<file path="config.mk">
export PLATFORM = sky130hd
export DESIGN_NAME = decode_stage
export DESIGN_NICKNAME = d
export VERILOG_FILES = /design/src/common/rv_decode_pkg.sv /design/src/hw/id_control.sv /design/src/hw/imm_gen.sv /design/src/target_gen/target_gen.sv /design/src/hw/pipe_tracker.sv /design/src/hw/decode_stage.sv
export SDC_FILE = /design/constraint.sdc
export NUM_CORES = 1
export LEC_CHECK = 0
export ABC_AREA = 1
export BUFFER_PORTS_ARGS = -buffer_cell sky130_fd_sc_hd__clkbuf_2
export CAP_MARGIN = 40
export CORE_MARGIN = 2
export CORE_UTILIZATION = 51
export CTS_BUF_LIST = sky130_fd_sc_hd__clkbuf_8
export CTS_CLUSTER_DIAMETER = 40
export CTS_CLUSTER_SIZE = 16
export DETAILED_ROUTE_END_ITERATION = 10
export HOLD_SLACK_MARGIN = 0.03
export PLACE_DENSITY = 0.92
export SLEW_MARGIN = 5
export SYNTH_ARGS = -nofsm -noshare
export SYNTH_HDL_FRONTEND = slang
export SYNTH_SLANG_ARGS = --single-unit
</file>
<file path="constraint.sdc">
create_clock -name clk -period 7.3 [get_ports clk]
set_input_delay 1.095 -clock clk [delete_from_list [all_inputs] [get_ports clk]]
set_output_delay 1.095 -clock clk [all_outputs]
set_load 0.02 [all_outputs]
</file>
<file path="src/common/rv_decode_pkg.sv">
package rv_decode_pkg;

    // Major opcodes
    localparam logic [6:0] OPC_LUI       = 7'b0110111;
    localparam logic [6:0] OPC_AUIPC     = 7'b0010111;
    localparam logic [6:0] OPC_JAL       = 7'b1101111;
    localparam logic [6:0] OPC_JALR      = 7'b1100111;
    localparam logic [6:0] OPC_BRANCH    = 7'b1100011;
    localparam logic [6:0] OPC_LOAD      = 7'b0000011;
    localparam logic [6:0] OPC_STORE     = 7'b0100011;
    localparam logic [6:0] OPC_ARI_ITYPE = 7'b0010011;
    localparam logic [6:0] OPC_ARI_RTYPE = 7'b0110011;
    localparam logic [6:0] OPC_CSR       = 7'b1110011;

    localparam logic [2:0] FNC_CSRRW = 3'b001;

    localparam logic [2:0] FNC_LB  = 3'b000;
    localparam logic [2:0] FNC_LH  = 3'b001;
    localparam logic [2:0] FNC_LW  = 3'b010;
    localparam logic [2:0] FNC_LBU = 3'b100;
    localparam logic [2:0] FNC_LHU = 3'b101;

    localparam logic [2:0] FNC_SB = 3'b000;
    localparam logic [2:0] FNC_SH = 3'b001;
    localparam logic [2:0] FNC_SW = 3'b010;

    localparam logic [2:0] FNC_BEQ  = 3'b000;
    localparam logic [2:0] FNC_BNE  = 3'b001;
    localparam logic [2:0] FNC_BLT  = 3'b100;
    localparam logic [2:0] FNC_BGE  = 3'b101;
    localparam logic [2:0] FNC_BLTU = 3'b110;
    localparam logic [2:0] FNC_BGEU = 3'b111;

    // addi x0, x0, 0
    localparam logic [31:0] nop_inst = 32'h0000_0013;

    typedef enum logic [2:0] {IMM_I, IMM_S, IMM_B, IMM_U, IMM_J, IMM_NONE} imm_sel_t;
    typedef enum logic [1:0] {TGT_BR, TGT_JAL, TGT_JALR, TGT_NONE} tgt_sel_t;
    typedef enum logic [1:0] {FWD_NONE, FWD_EX, FWD_MEM, FWD_WB} fwd_sel_t;

    typedef struct packed {
        logic [6:0] funct7;
        logic [4:0] rs2;
        logic [4:0] rs1;
        logic [2:0] funct3;
        logic [4:0] rd;
        logic [6:0] opcode;
    } r_fmt_t;

    typedef struct packed {
        logic [11:0] imm_11_0;
        logic [4:0]  rs1;
        logic [2:0]  funct3;
        logic [4:0]  rd;
        logic [6:0]  opcode;
    } i_fmt_t;

    typedef struct packed {
        logic [6:0] imm_11_5;
        logic [4:0] rs2;
        logic [4:0] rs1;
        logic [2:0] funct3;
        logic [4:0] imm_4_0;
        logic [6:0] opcode;
    } s_fmt_t;

    typedef struct packed {
        logic       imm_12;
        logic [5:0] imm_10_5;
        logic [4:0] rs2;
        logic [4:0] rs1;
        logic [2:0] funct3;
        logic [3:0] imm_4_1;
        logic       imm_11;
        logic [6:0] opcode;
    } b_fmt_t;

    typedef struct packed {
        logic [19:0] imm_31_12;
        logic [4:0]  rd;
        logic [6:0]  opcode;
    } u_fmt_t;

    typedef struct packed {
        logic       imm_20;
        logic [9:0] imm_10_1;
        logic       imm_11;
        logic [7:0] imm_19_12;
        logic [4:0] rd;
        logic [6:0] opcode;
    } j_fmt_t;

    typedef union packed {
        logic [31:0] raw;
        r_fmt_t      r_fmt;
        i_fmt_t      i_fmt;
        s_fmt_t      s_fmt;
        b_fmt_t      b_fmt;
        u_fmt_t      u_fmt;
        j_fmt_t      j_fmt;
    } inst_u;

    typedef struct packed {
        inst_u ex_inst;
        inst_u mem_inst;
        inst_u wb_inst;
    } stage_hist_t;

    typedef struct packed {
        imm_sel_t imm_sel;
        tgt_sel_t tgt_sel;
        fwd_sel_t fwd_sel;
        logic     target_en;
        logic     stall;
    } ctrl_t;

endpackage

</file>
<file path="src/hw/id_control.sv">
`timescale 1ns/1ps

module id_control
    import rv_decode_pkg::*;
(
    input  inst_u       inst,
    input  stage_hist_t hist,
    output ctrl_t       ctrl
);

    logic [6:0] opcode;
    logic [2:0] funct3;
    logic [4:0] rs1;
    logic [4:0] rs2;
    logic       has_rs1;
    logic       has_rs2;
    logic       is_store;
    logic       ex_wr;
    logic       mem_wr;
    logic       wb_wr;
    logic       ex_load;
    logic       rs1_loading;

    // x0 never counts as a destination
    function automatic logic writes_rd(input inst_u i);
        logic no_rd_op;
        no_rd_op = (i.r_fmt.opcode == OPC_STORE) || (i.r_fmt.opcode == OPC_BRANCH);
        return !no_rd_op && (i.r_fmt.rd != 5'd0);
    endfunction

    assign opcode   = inst.r_fmt.opcode;
    assign funct3   = inst.r_fmt.funct3;
    assign rs1      = inst.r_fmt.rs1;
    assign rs2      = inst.r_fmt.rs2;
    assign is_store = (opcode == OPC_STORE);

    assign has_rs1 = (opcode != OPC_LUI) && (opcode != OPC_AUIPC) && (opcode != OPC_JAL) &&
                     ((opcode != OPC_CSR) || (funct3 == FNC_CSRRW));
    assign has_rs2 = (opcode == OPC_ARI_RTYPE) || is_store || (opcode == OPC_BRANCH);

    assign ex_wr   = writes_rd(hist.ex_inst);
    assign mem_wr  = writes_rd(hist.mem_inst);
    assign wb_wr   = writes_rd(hist.wb_inst);
    assign ex_load = (hist.ex_inst.r_fmt.opcode == OPC_LOAD);

    // Load in ex has not produced rs1 yet
    assign rs1_loading = ex_load && ex_wr && (rs1 == hist.ex_inst.r_fmt.rd);

    always_comb begin
        ctrl.imm_sel   = IMM_NONE;
        ctrl.tgt_sel   = TGT_NONE;
        ctrl.fwd_sel   = FWD_NONE;
        ctrl.target_en = 1'b0;
        ctrl.stall     = 1'b0;

        // Nearest older writer wins
        if (ex_wr && rs1 == hist.ex_inst.r_fmt.rd) begin
            ctrl.fwd_sel = FWD_EX;
        end else if (mem_wr && rs1 == hist.mem_inst.r_fmt.rd) begin
            ctrl.fwd_sel = FWD_MEM;
        end else if (wb_wr && rs1 == hist.wb_inst.r_fmt.rd) begin
            ctrl.fwd_sel = FWD_WB;
        end

        // Store data is forwarded later so only the address operand counts
        if (ex_load && ex_wr) begin
            if (is_store) begin
                ctrl.stall = (rs1 == hist.ex_inst.r_fmt.rd);
            end else begin
                ctrl.stall = (has_rs1 && rs1 == hist.ex_inst.r_fmt.rd) ||
                             (has_rs2 && rs2 == hist.ex_inst.r_fmt.rd);
            end
        end

        case (opcode)
            OPC_ARI_ITYPE: begin
                ctrl.imm_sel = IMM_I;
            end
            OPC_LOAD: begin
                case (funct3)
                    FNC_LB, FNC_LH, FNC_LW, FNC_LBU, FNC_LHU: ctrl.imm_sel = IMM_I;
                    default: ;
                endcase
            end
            OPC_STORE: begin
                case (funct3)
                    FNC_SB, FNC_SH, FNC_SW: ctrl.imm_sel = IMM_S;
                    default: ;
                endcase
            end
            OPC_BRANCH: begin
                case (funct3)
                    FNC_BEQ, FNC_BNE, FNC_BLT, FNC_BGE, FNC_BLTU, FNC_BGEU: begin
                        ctrl.imm_sel   = IMM_B;
                        ctrl.tgt_sel   = TGT_BR;
                        ctrl.target_en = 1'b1;
                    end
                    default: ;
                endcase
            end
            OPC_JAL: begin
                ctrl.imm_sel   = IMM_J;
                ctrl.tgt_sel   = TGT_JAL;
                ctrl.target_en = 1'b1;
            end
            OPC_JALR: begin
                ctrl.imm_sel   = IMM_I;
                ctrl.tgt_sel   = TGT_JALR;
                ctrl.target_en = !rs1_loading;
            end
            OPC_LUI, OPC_AUIPC: begin
                ctrl.imm_sel = IMM_U;
            end
            default: ;
        endcase
    end

endmodule

</file>
<file path="src/hw/imm_gen.sv">
`timescale 1ns/1ps

module imm_gen
    import rv_decode_pkg::*;
#(
    parameter int XLEN = 32
) (
    input  inst_u            inst,
    input  imm_sel_t         imm_sel,
    output logic [XLEN-1:0]  imm
);

    logic signed [31:0] imm32;

    always_comb begin
        case (imm_sel)
            IMM_I: imm32 = {{20{inst.i_fmt.imm_11_0[11]}}, inst.i_fmt.imm_11_0};
            IMM_S: imm32 = {{20{inst.s_fmt.imm_11_5[6]}}, inst.s_fmt.imm_11_5,
                            inst.s_fmt.imm_4_0};
            IMM_B: imm32 = {{19{inst.b_fmt.imm_12}}, inst.b_fmt.imm_12, inst.b_fmt.imm_11,
                            inst.b_fmt.imm_10_5, inst.b_fmt.imm_4_1, 1'b0};
            IMM_U: imm32 = {inst.u_fmt.imm_31_12, 12'b0};
            IMM_J: imm32 = {{11{inst.j_fmt.imm_20}}, inst.j_fmt.imm_20, inst.j_fmt.imm_19_12,
                            inst.j_fmt.imm_11, inst.j_fmt.imm_10_1, 1'b0};
            default: imm32 = '0;
        endcase
    end

    // Signed cast extends to XLEN
    assign imm = XLEN'(imm32);

endmodule

</file>
<file path="src/target_gen/target_gen.sv">
`timescale 1ns/1ps

module target_gen
    import rv_decode_pkg::*;
#(
    parameter int XLEN = 32
) (
    input  logic [XLEN-1:0] pc,
    input  logic [XLEN-1:0] imm,
    input  logic [XLEN-1:0] rs1_data,
    input  logic [XLEN-1:0] ex_result,
    input  logic [XLEN-1:0] mem_result,
    input  logic [XLEN-1:0] wb_result,
    input  ctrl_t           ctrl,
    output logic [XLEN-1:0] target,
    output logic            target_valid
);

    logic [XLEN-1:0] rs1_fwd;
    logic [XLEN-1:0] base;
    logic [XLEN-1:0] sum;

    always_comb begin
        case (ctrl.fwd_sel)
            FWD_EX:  rs1_fwd = ex_result;
            FWD_MEM: rs1_fwd = mem_result;
            FWD_WB:  rs1_fwd = wb_result;
            default: rs1_fwd = rs1_data;
        endcase
    end

    // Only JALR is register relative
    assign base = (ctrl.tgt_sel == TGT_JALR) ? rs1_fwd : pc;
    assign sum  = base + imm;

    always_comb begin
        if (ctrl.tgt_sel == TGT_JALR) begin
            target = {sum[XLEN-1:1], 1'b0};
        end else begin
            target = sum;
        end
    end

    assign target_valid = ctrl.target_en;

endmodule

</file>
<file path="src/hw/pipe_tracker.sv">
`timescale 1ns/1ps

module pipe_tracker
    import rv_decode_pkg::*;
(
    input  logic        clk,
    input  logic        reset,
    input  inst_u       inst,
    input  logic        stall,
    output stage_hist_t hist
);

    always_ff @(posedge clk) begin
        if (reset) begin
            hist.ex_inst  <= nop_inst;
            hist.mem_inst <= nop_inst;
            hist.wb_inst  <= nop_inst;
        end else begin
            // Bubble into ex while decode holds
            if (stall) begin
                hist.ex_inst <= nop_inst;
            end else begin
                hist.ex_inst <= inst;
            end
            hist.mem_inst <= hist.ex_inst;
            hist.wb_inst  <= hist.mem_inst;
        end
    end

endmodule

</file>
<file path="src/hw/decode_stage.sv">
`timescale 1ns/1ps

module decode_stage
    import rv_decode_pkg::*;
#(
    parameter int XLEN = 32
) (
    input  logic            clk,
    input  logic            reset,
    input  logic [31:0]     inst,
    input  logic [XLEN-1:0] pc,
    input  logic [XLEN-1:0] rs1_data,
    input  logic [XLEN-1:0] ex_result,
    input  logic [XLEN-1:0] mem_result,
    input  logic [XLEN-1:0] wb_result,
    output logic [XLEN-1:0] imm,
    output logic [XLEN-1:0] target,
    output logic            target_valid,
    output logic            stall
);

    inst_u       dec_inst;
    stage_hist_t hist;
    ctrl_t       ctrl;

    assign dec_inst = inst;
    assign stall    = ctrl.stall;

    pipe_tracker pipe_tracker_i (
        .clk   (clk),
        .reset (reset),
        .inst  (dec_inst),
        .stall (ctrl.stall),
        .hist  (hist)
    );

    id_control id_control_i (
        .inst (dec_inst),
        .hist (hist),
        .ctrl (ctrl)
    );

    imm_gen #(.XLEN(XLEN)) imm_gen_i (
        .inst    (dec_inst),
        .imm_sel (ctrl.imm_sel),
        .imm     (imm)
    );

    target_gen #(.XLEN(XLEN)) target_gen_i (
        .pc           (pc),
        .imm          (imm),
        .rs1_data     (rs1_data),
        .ex_result    (ex_result),
        .mem_result   (mem_result),
        .wb_result    (wb_result),
        .ctrl         (ctrl),
        .target       (target),
        .target_valid (target_valid)
    );

endmodule

</file>
==> run summary <==
The flow ran to the end, and the final reports show no timing, DRC or antenna violations. Derived from the worst setup path, the maximum achievable clock frequency is 170.1 MHz. The number of antenna violations at the first check in global routing was 2.

The logs give 31160 um for the global-route wire length before repair and 1.010 for the routability congestion estimate. The number of input and output port buffers inserted works out to 259. In this run the number of H-tree levels came out at 2. Counting flops with an async set or reset pin after synthesis yields a share of 0%. The instance count along the most critical hold path is 2, and the remaining max-slew budget at the tightest pin is 45.29%.

Endpoint of the lowest-slack register-to-register path: pipe_tracker_i.hist[73]. For the pin with the worst max-slew slack, the measured transition is 0.8187 ns. In this run, synthesis produced a sequential element count of 34.

Counting every sink on the clock net gives 34. The analysis attributes to cell leakage a power of 3.781 nW. From left edge to right edge, the die measures 103.6 um. For the later-pin clock latency in the skew report, the log shows 0.29 ns. For this configuration, the core starts out at a cell density of 52.27%. Dividing total power by cell area gives a power density of 93.90 nW/um^2. The relative area change from synthesis to final layout is 29.56%. The critical path endpoint category was an output pin.

The first detailed-routing pass ran for 5 iterations. Dividing the synthesized area by the synthesized cell count gives 5.746 um^2. Entering global routing, the biggest net connects 34 pins. In this run, post-CTS repair resized a total of 0 instances. In this run the most critical hold path is launched from pipe_tracker_i.hist[37]. Once detail routing completed, the nets flagged for antenna violations numbered 0.

Across the routed clock network, the largest skew measured is 0.008715 ns. The count of unresolved DRC violations after routing was 0. The layout cell share with drive strength beyond 1 is 28.10%, and the count of boundary I/O pins is 260. The routed layout has 6894 vias. The sequential area share after synthesis is 13.45%, and the die area is 10740 um^2. The run gives 0 as the number of post-CTS setup repair buffers. In this run the vertical extent of the chip is 103.6 um. The register with the most flip-flops in the layout has 34 of them. STA puts the critical path data arrival time at 4.79 ns.

The startpoint of the worst-slack reg-to-reg timing path is pipe_tracker_i.hist[72]. On the final layout, the worst hold slack is 0.4281 ns. The clock-pin slew on the worst setup and hold paths came out at 0.07 ns. The number of different library cells used by synthesis comes to 47. The post-layout minimum cycle time was 5.880 ns.

For this run, the number of Yosys warnings is 0. For this run the aggregate overflow at the end of global routing stands at 0. Synthesis handed over a netlist of 881 instances.

The synthesized design spends more area on one cell type than any other, namely sky130_fd_sc_hd__nand2_1. The reg-to-reg setup timing slack was 5.63 ns. In the routed layout, each cell is associated on average with a via count of 5.458. The post-placement worst setup slack was 1.476 ns. The logs give 0 for the final setup violation count and 1107 for the number of nets produced by synthesis. The logs give 1.420 ns for the worst setup margin and 0 for the number of maximum-capacitance constraint violations. Summed over all layers, the routed wires come to 20330 um. The number of CTS-inserted buffers was 5; the number of global-route vias before repair was 6393. Setup repair after global routing left no endpoint under its margin.

The final clock period utilization by the worst path was 80.55%; the max-slew violation count was 0. In this run the deepest clock path goes through 2 buffers. TritonCTS built the clock tree.

After routing, the total negative slack on setup checks comes to 0 ns. The netlist area before placement was 5062 um^2. The run gives 67.73% as the utilization of the core after routing. The final hold violation count was 0; the initial detailed-routing violation count was 506. The total half-perimeter wirelength after legalization and detailed placement was 17380 um. The path with the worst hold slack has its endpoint at pipe_tracker_i.hist[5]. The critical path is of the in2out type. Across the VDD grid, the largest voltage drop is 0.00006677 V. The design draws 0.6159 mW. After synthesis, the cell types taking the most area are sky130_fd_sc_hd__nand2_1 (20%), sky130_fd_sc_hd__dfxtp_1 (13%), sky130_fd_sc_hd__nor2_1 (9.3%), sky130_fd_sc_hd__ha_1 (7.7%), sky130_fd_sc_hd__a21oi_1 (6.6%). The wire length per cell was 16.10 um. Number of buffers inserted by hold repair at cts: 0. The root buffer cell chosen for the clock tree is sky130_fd_sc_hd__clkbuf_8. The global-route total usage across every layer is 36.00%. The run gives 1353 as the number of nets in the final layout. The required time of the critical path was 6.20 ns; the number of placement rows was 36. The cell depth of the worst flop-to-flop path works out to 9. The largest registers in the layout are pipe_tracker_i.hist x34.

The number of enable flip-flop cells after synthesis came out at 0. The register name with the most flops was pipe_tracker_i.hist. STA classifies the critical path startpoint as an input port. The maximum net fanout on the critical path works out to 16.

The total area inside the core boundary comes to 9684 um^2. The path type of the worst min-delay path is reg2reg. The synthesized design devotes to its leading area cell type 19.95% of total area. Most common flop cell mapped by yosys: sky130_fd_sc_hd__dfxtp_1.
layout make-up:
type,count,area [um^2]
diodes,2,5.005
flip-flops and latches,34,680.7
multi-input cells,725,3879
repair buffers,264,1366
clock buffers,6,82.58
inverters,97,366.6
clock inverters,2,12.51
fillers,964,3126
well taps,133,166.4
cells in the final DEF (no fill, tap or decap), types with 2 or more instances in the layout:
| master | Yosys | final |
|---|---|---|
| sky130_fd_sc_hd__a21boi_0 | 2 | 2 |
| sky130_fd_sc_hd__ha_1 | 31 | 31 |
| sky130_fd_sc_hd__buf_4 | 2 | 3 |
| sky130_fd_sc_hd__nor3_1 | 11 | 11 |
| sky130_fd_sc_hd__xor2_1 | 24 | 24 |
| sky130_fd_sc_hd__nand4_2 | 11 | 11 |
| sky130_fd_sc_hd__o211ai_1 | 11 | 11 |
| sky130_fd_sc_hd__nand2_1 | 269 | 269 |
| sky130_fd_sc_hd__a21o_1 | 8 | 8 |
| sky130_fd_sc_hd__o21ai_0 | 19 | 19 |
| sky130_fd_sc_hd__or2_2 | 8 | 8 |
| sky130_fd_sc_hd__nand3_1 | 43 | 43 |
| sky130_fd_sc_hd__a31oi_1 | 36 | 36 |
| sky130_fd_sc_hd__xnor2_1 | 14 | 14 |
| sky130_fd_sc_hd__diode_2 | 0 | 2 |
| sky130_fd_sc_hd__nand3b_1 | 3 | 3 |
| sky130_fd_sc_hd__nor2_2 | 3 | 2 |
| sky130_fd_sc_hd__dfxtp_1 | 34 | 34 |
| sky130_fd_sc_hd__nor2_4 | 2 | 3 |
| sky130_fd_sc_hd__nand2_4 | 2 | 2 |
| sky130_fd_sc_hd__nand2_2 | 5 | 5 |
| sky130_fd_sc_hd__nand4_1 | 8 | 8 |
| sky130_fd_sc_hd__a21oi_1 | 67 | 67 |
| sky130_fd_sc_hd__nand3_2 | 2 | 2 |
| sky130_fd_sc_hd__o22ai_1 | 2 | 2 |
| sky130_fd_sc_hd__nor2_1 | 126 | 126 |
| sky130_fd_sc_hd__clkbuf_8 | 0 | 6 |
| sky130_fd_sc_hd__o21bai_1 | 5 | 5 |
| sky130_fd_sc_hd__inv_1 | 89 | 89 |
| sky130_fd_sc_hd__inv_2 | 6 | 6 |
| sky130_fd_sc_hd__clkbuf_2 | 0 | 259 |
metal layers:
layer  track usage [%]  part of all wire, %  up-vias
met2             61.35                   45      410
met1             41.62                   39     3015
met5                 0                    0        -
met4             20.46                  6.1        0
met3             7.930                  9.9       78
li1                  -                    -     3391
report_power, final:
group          total (mW)  switching (mW)  internal (mW)
Combinational       0.271           0.166          0.105
Sequential          0.198         0.00541          0.193
Clock               0.146          0.0706         0.0758
synthesized netlist by cell type, types with 11 or more instances:
| cell type | instances |
|---|---|
| sky130_fd_sc_hd__inv_1 | 89 |
| sky130_fd_sc_hd__o211ai_1 | 11 |
| sky130_fd_sc_hd__dfxtp_1 | 34 |
| sky130_fd_sc_hd__a31oi_1 | 36 |
| sky130_fd_sc_hd__nand2_1 | 269 |
| sky130_fd_sc_hd__a21oi_1 | 67 |
| sky130_fd_sc_hd__buf_2 | 13 |
| sky130_fd_sc_hd__nand4_2 | 11 |
| sky130_fd_sc_hd__nor2_1 | 126 |
| sky130_fd_sc_hd__xor2_1 | 24 |
| sky130_fd_sc_hd__xnor2_1 | 14 |
| sky130_fd_sc_hd__o21ai_0 | 19 |
| sky130_fd_sc_hd__ha_1 | 31 |
| sky130_fd_sc_hd__nor3_1 | 11 |
| sky130_fd_sc_hd__nand3_1 | 43 |
kinds of logic (layout without fill, tap and decap cells):
logic type | after synthesis | after routing | synth area share (%)
other | 0 | 2 | 0
adder cells (fa/ha/maj) | 32 | 32 | 8.057
AND/OR/NAND/NOR | 498 | 498 | 43.52
XOR/XNOR | 38 | 38 | 6.574
buffers and inverters | 122 | 369 | 10.03
flip-flops | 34 | 34 | 13.45
AO/OA/AOI/OAI | 157 | 157 | 18.36
stage by stage:
stage	area (um^2)	cells
detailed placement	6459	1253
global route	6559	1263
finish	6559	1263
floorplan	5062	881
CTS	6554	1261
global placement	6431	1252
worst max-delay path by stage:
stage                        start    endpoint  slack, ns  depth (start not counted)
after floorplan            inst[0]  target[29]       1.85                         24
after global placement    inst[19]  target[31]       1.45                         19
after detailed placement  inst[19]  target[31]       1.48                         24
after CTS                 inst[19]  target[31]       1.47                         24
after global routing      inst[19]  target[29]        1.0                         26
final                     inst[19]  target[31]       1.42                         24
worst max-delay path: stages:
cell                       delay, ns
sky130_fd_sc_hd__clkbuf_2       0.13
sky130_fd_sc_hd__inv_1          0.10
sky130_fd_sc_hd__nand2_1        0.06
sky130_fd_sc_hd__nand2_1        0.05
sky130_fd_sc_hd__nand2_1        0.06
sky130_fd_sc_hd__nor2_1         0.08
sky130_fd_sc_hd__nand3_1        0.17
sky130_fd_sc_hd__nor2_2         0.66
sky130_fd_sc_hd__nand2_1        0.10
sky130_fd_sc_hd__nand2_1        0.09
sky130_fd_sc_hd__a21oi_1        0.04
sky130_fd_sc_hd__a31oi_1        0.26
sky130_fd_sc_hd__ha_1           0.29
sky130_fd_sc_hd__nand3_1        0.08
sky130_fd_sc_hd__nand3_1        0.13
sky130_fd_sc_hd__nand3_1        0.10
sky130_fd_sc_hd__nand2_1        0.10
sky130_fd_sc_hd__a21boi_0       0.28
sky130_fd_sc_hd__o21ai_0        0.25
sky130_fd_sc_hd__a21oi_1        0.25
sky130_fd_sc_hd__inv_1          0.06
sky130_fd_sc_hd__nand3_1        0.08
sky130_fd_sc_hd__nand2_1        0.09
sky130_fd_sc_hd__clkbuf_2       0.16
(Power assumes the default switching activity.)
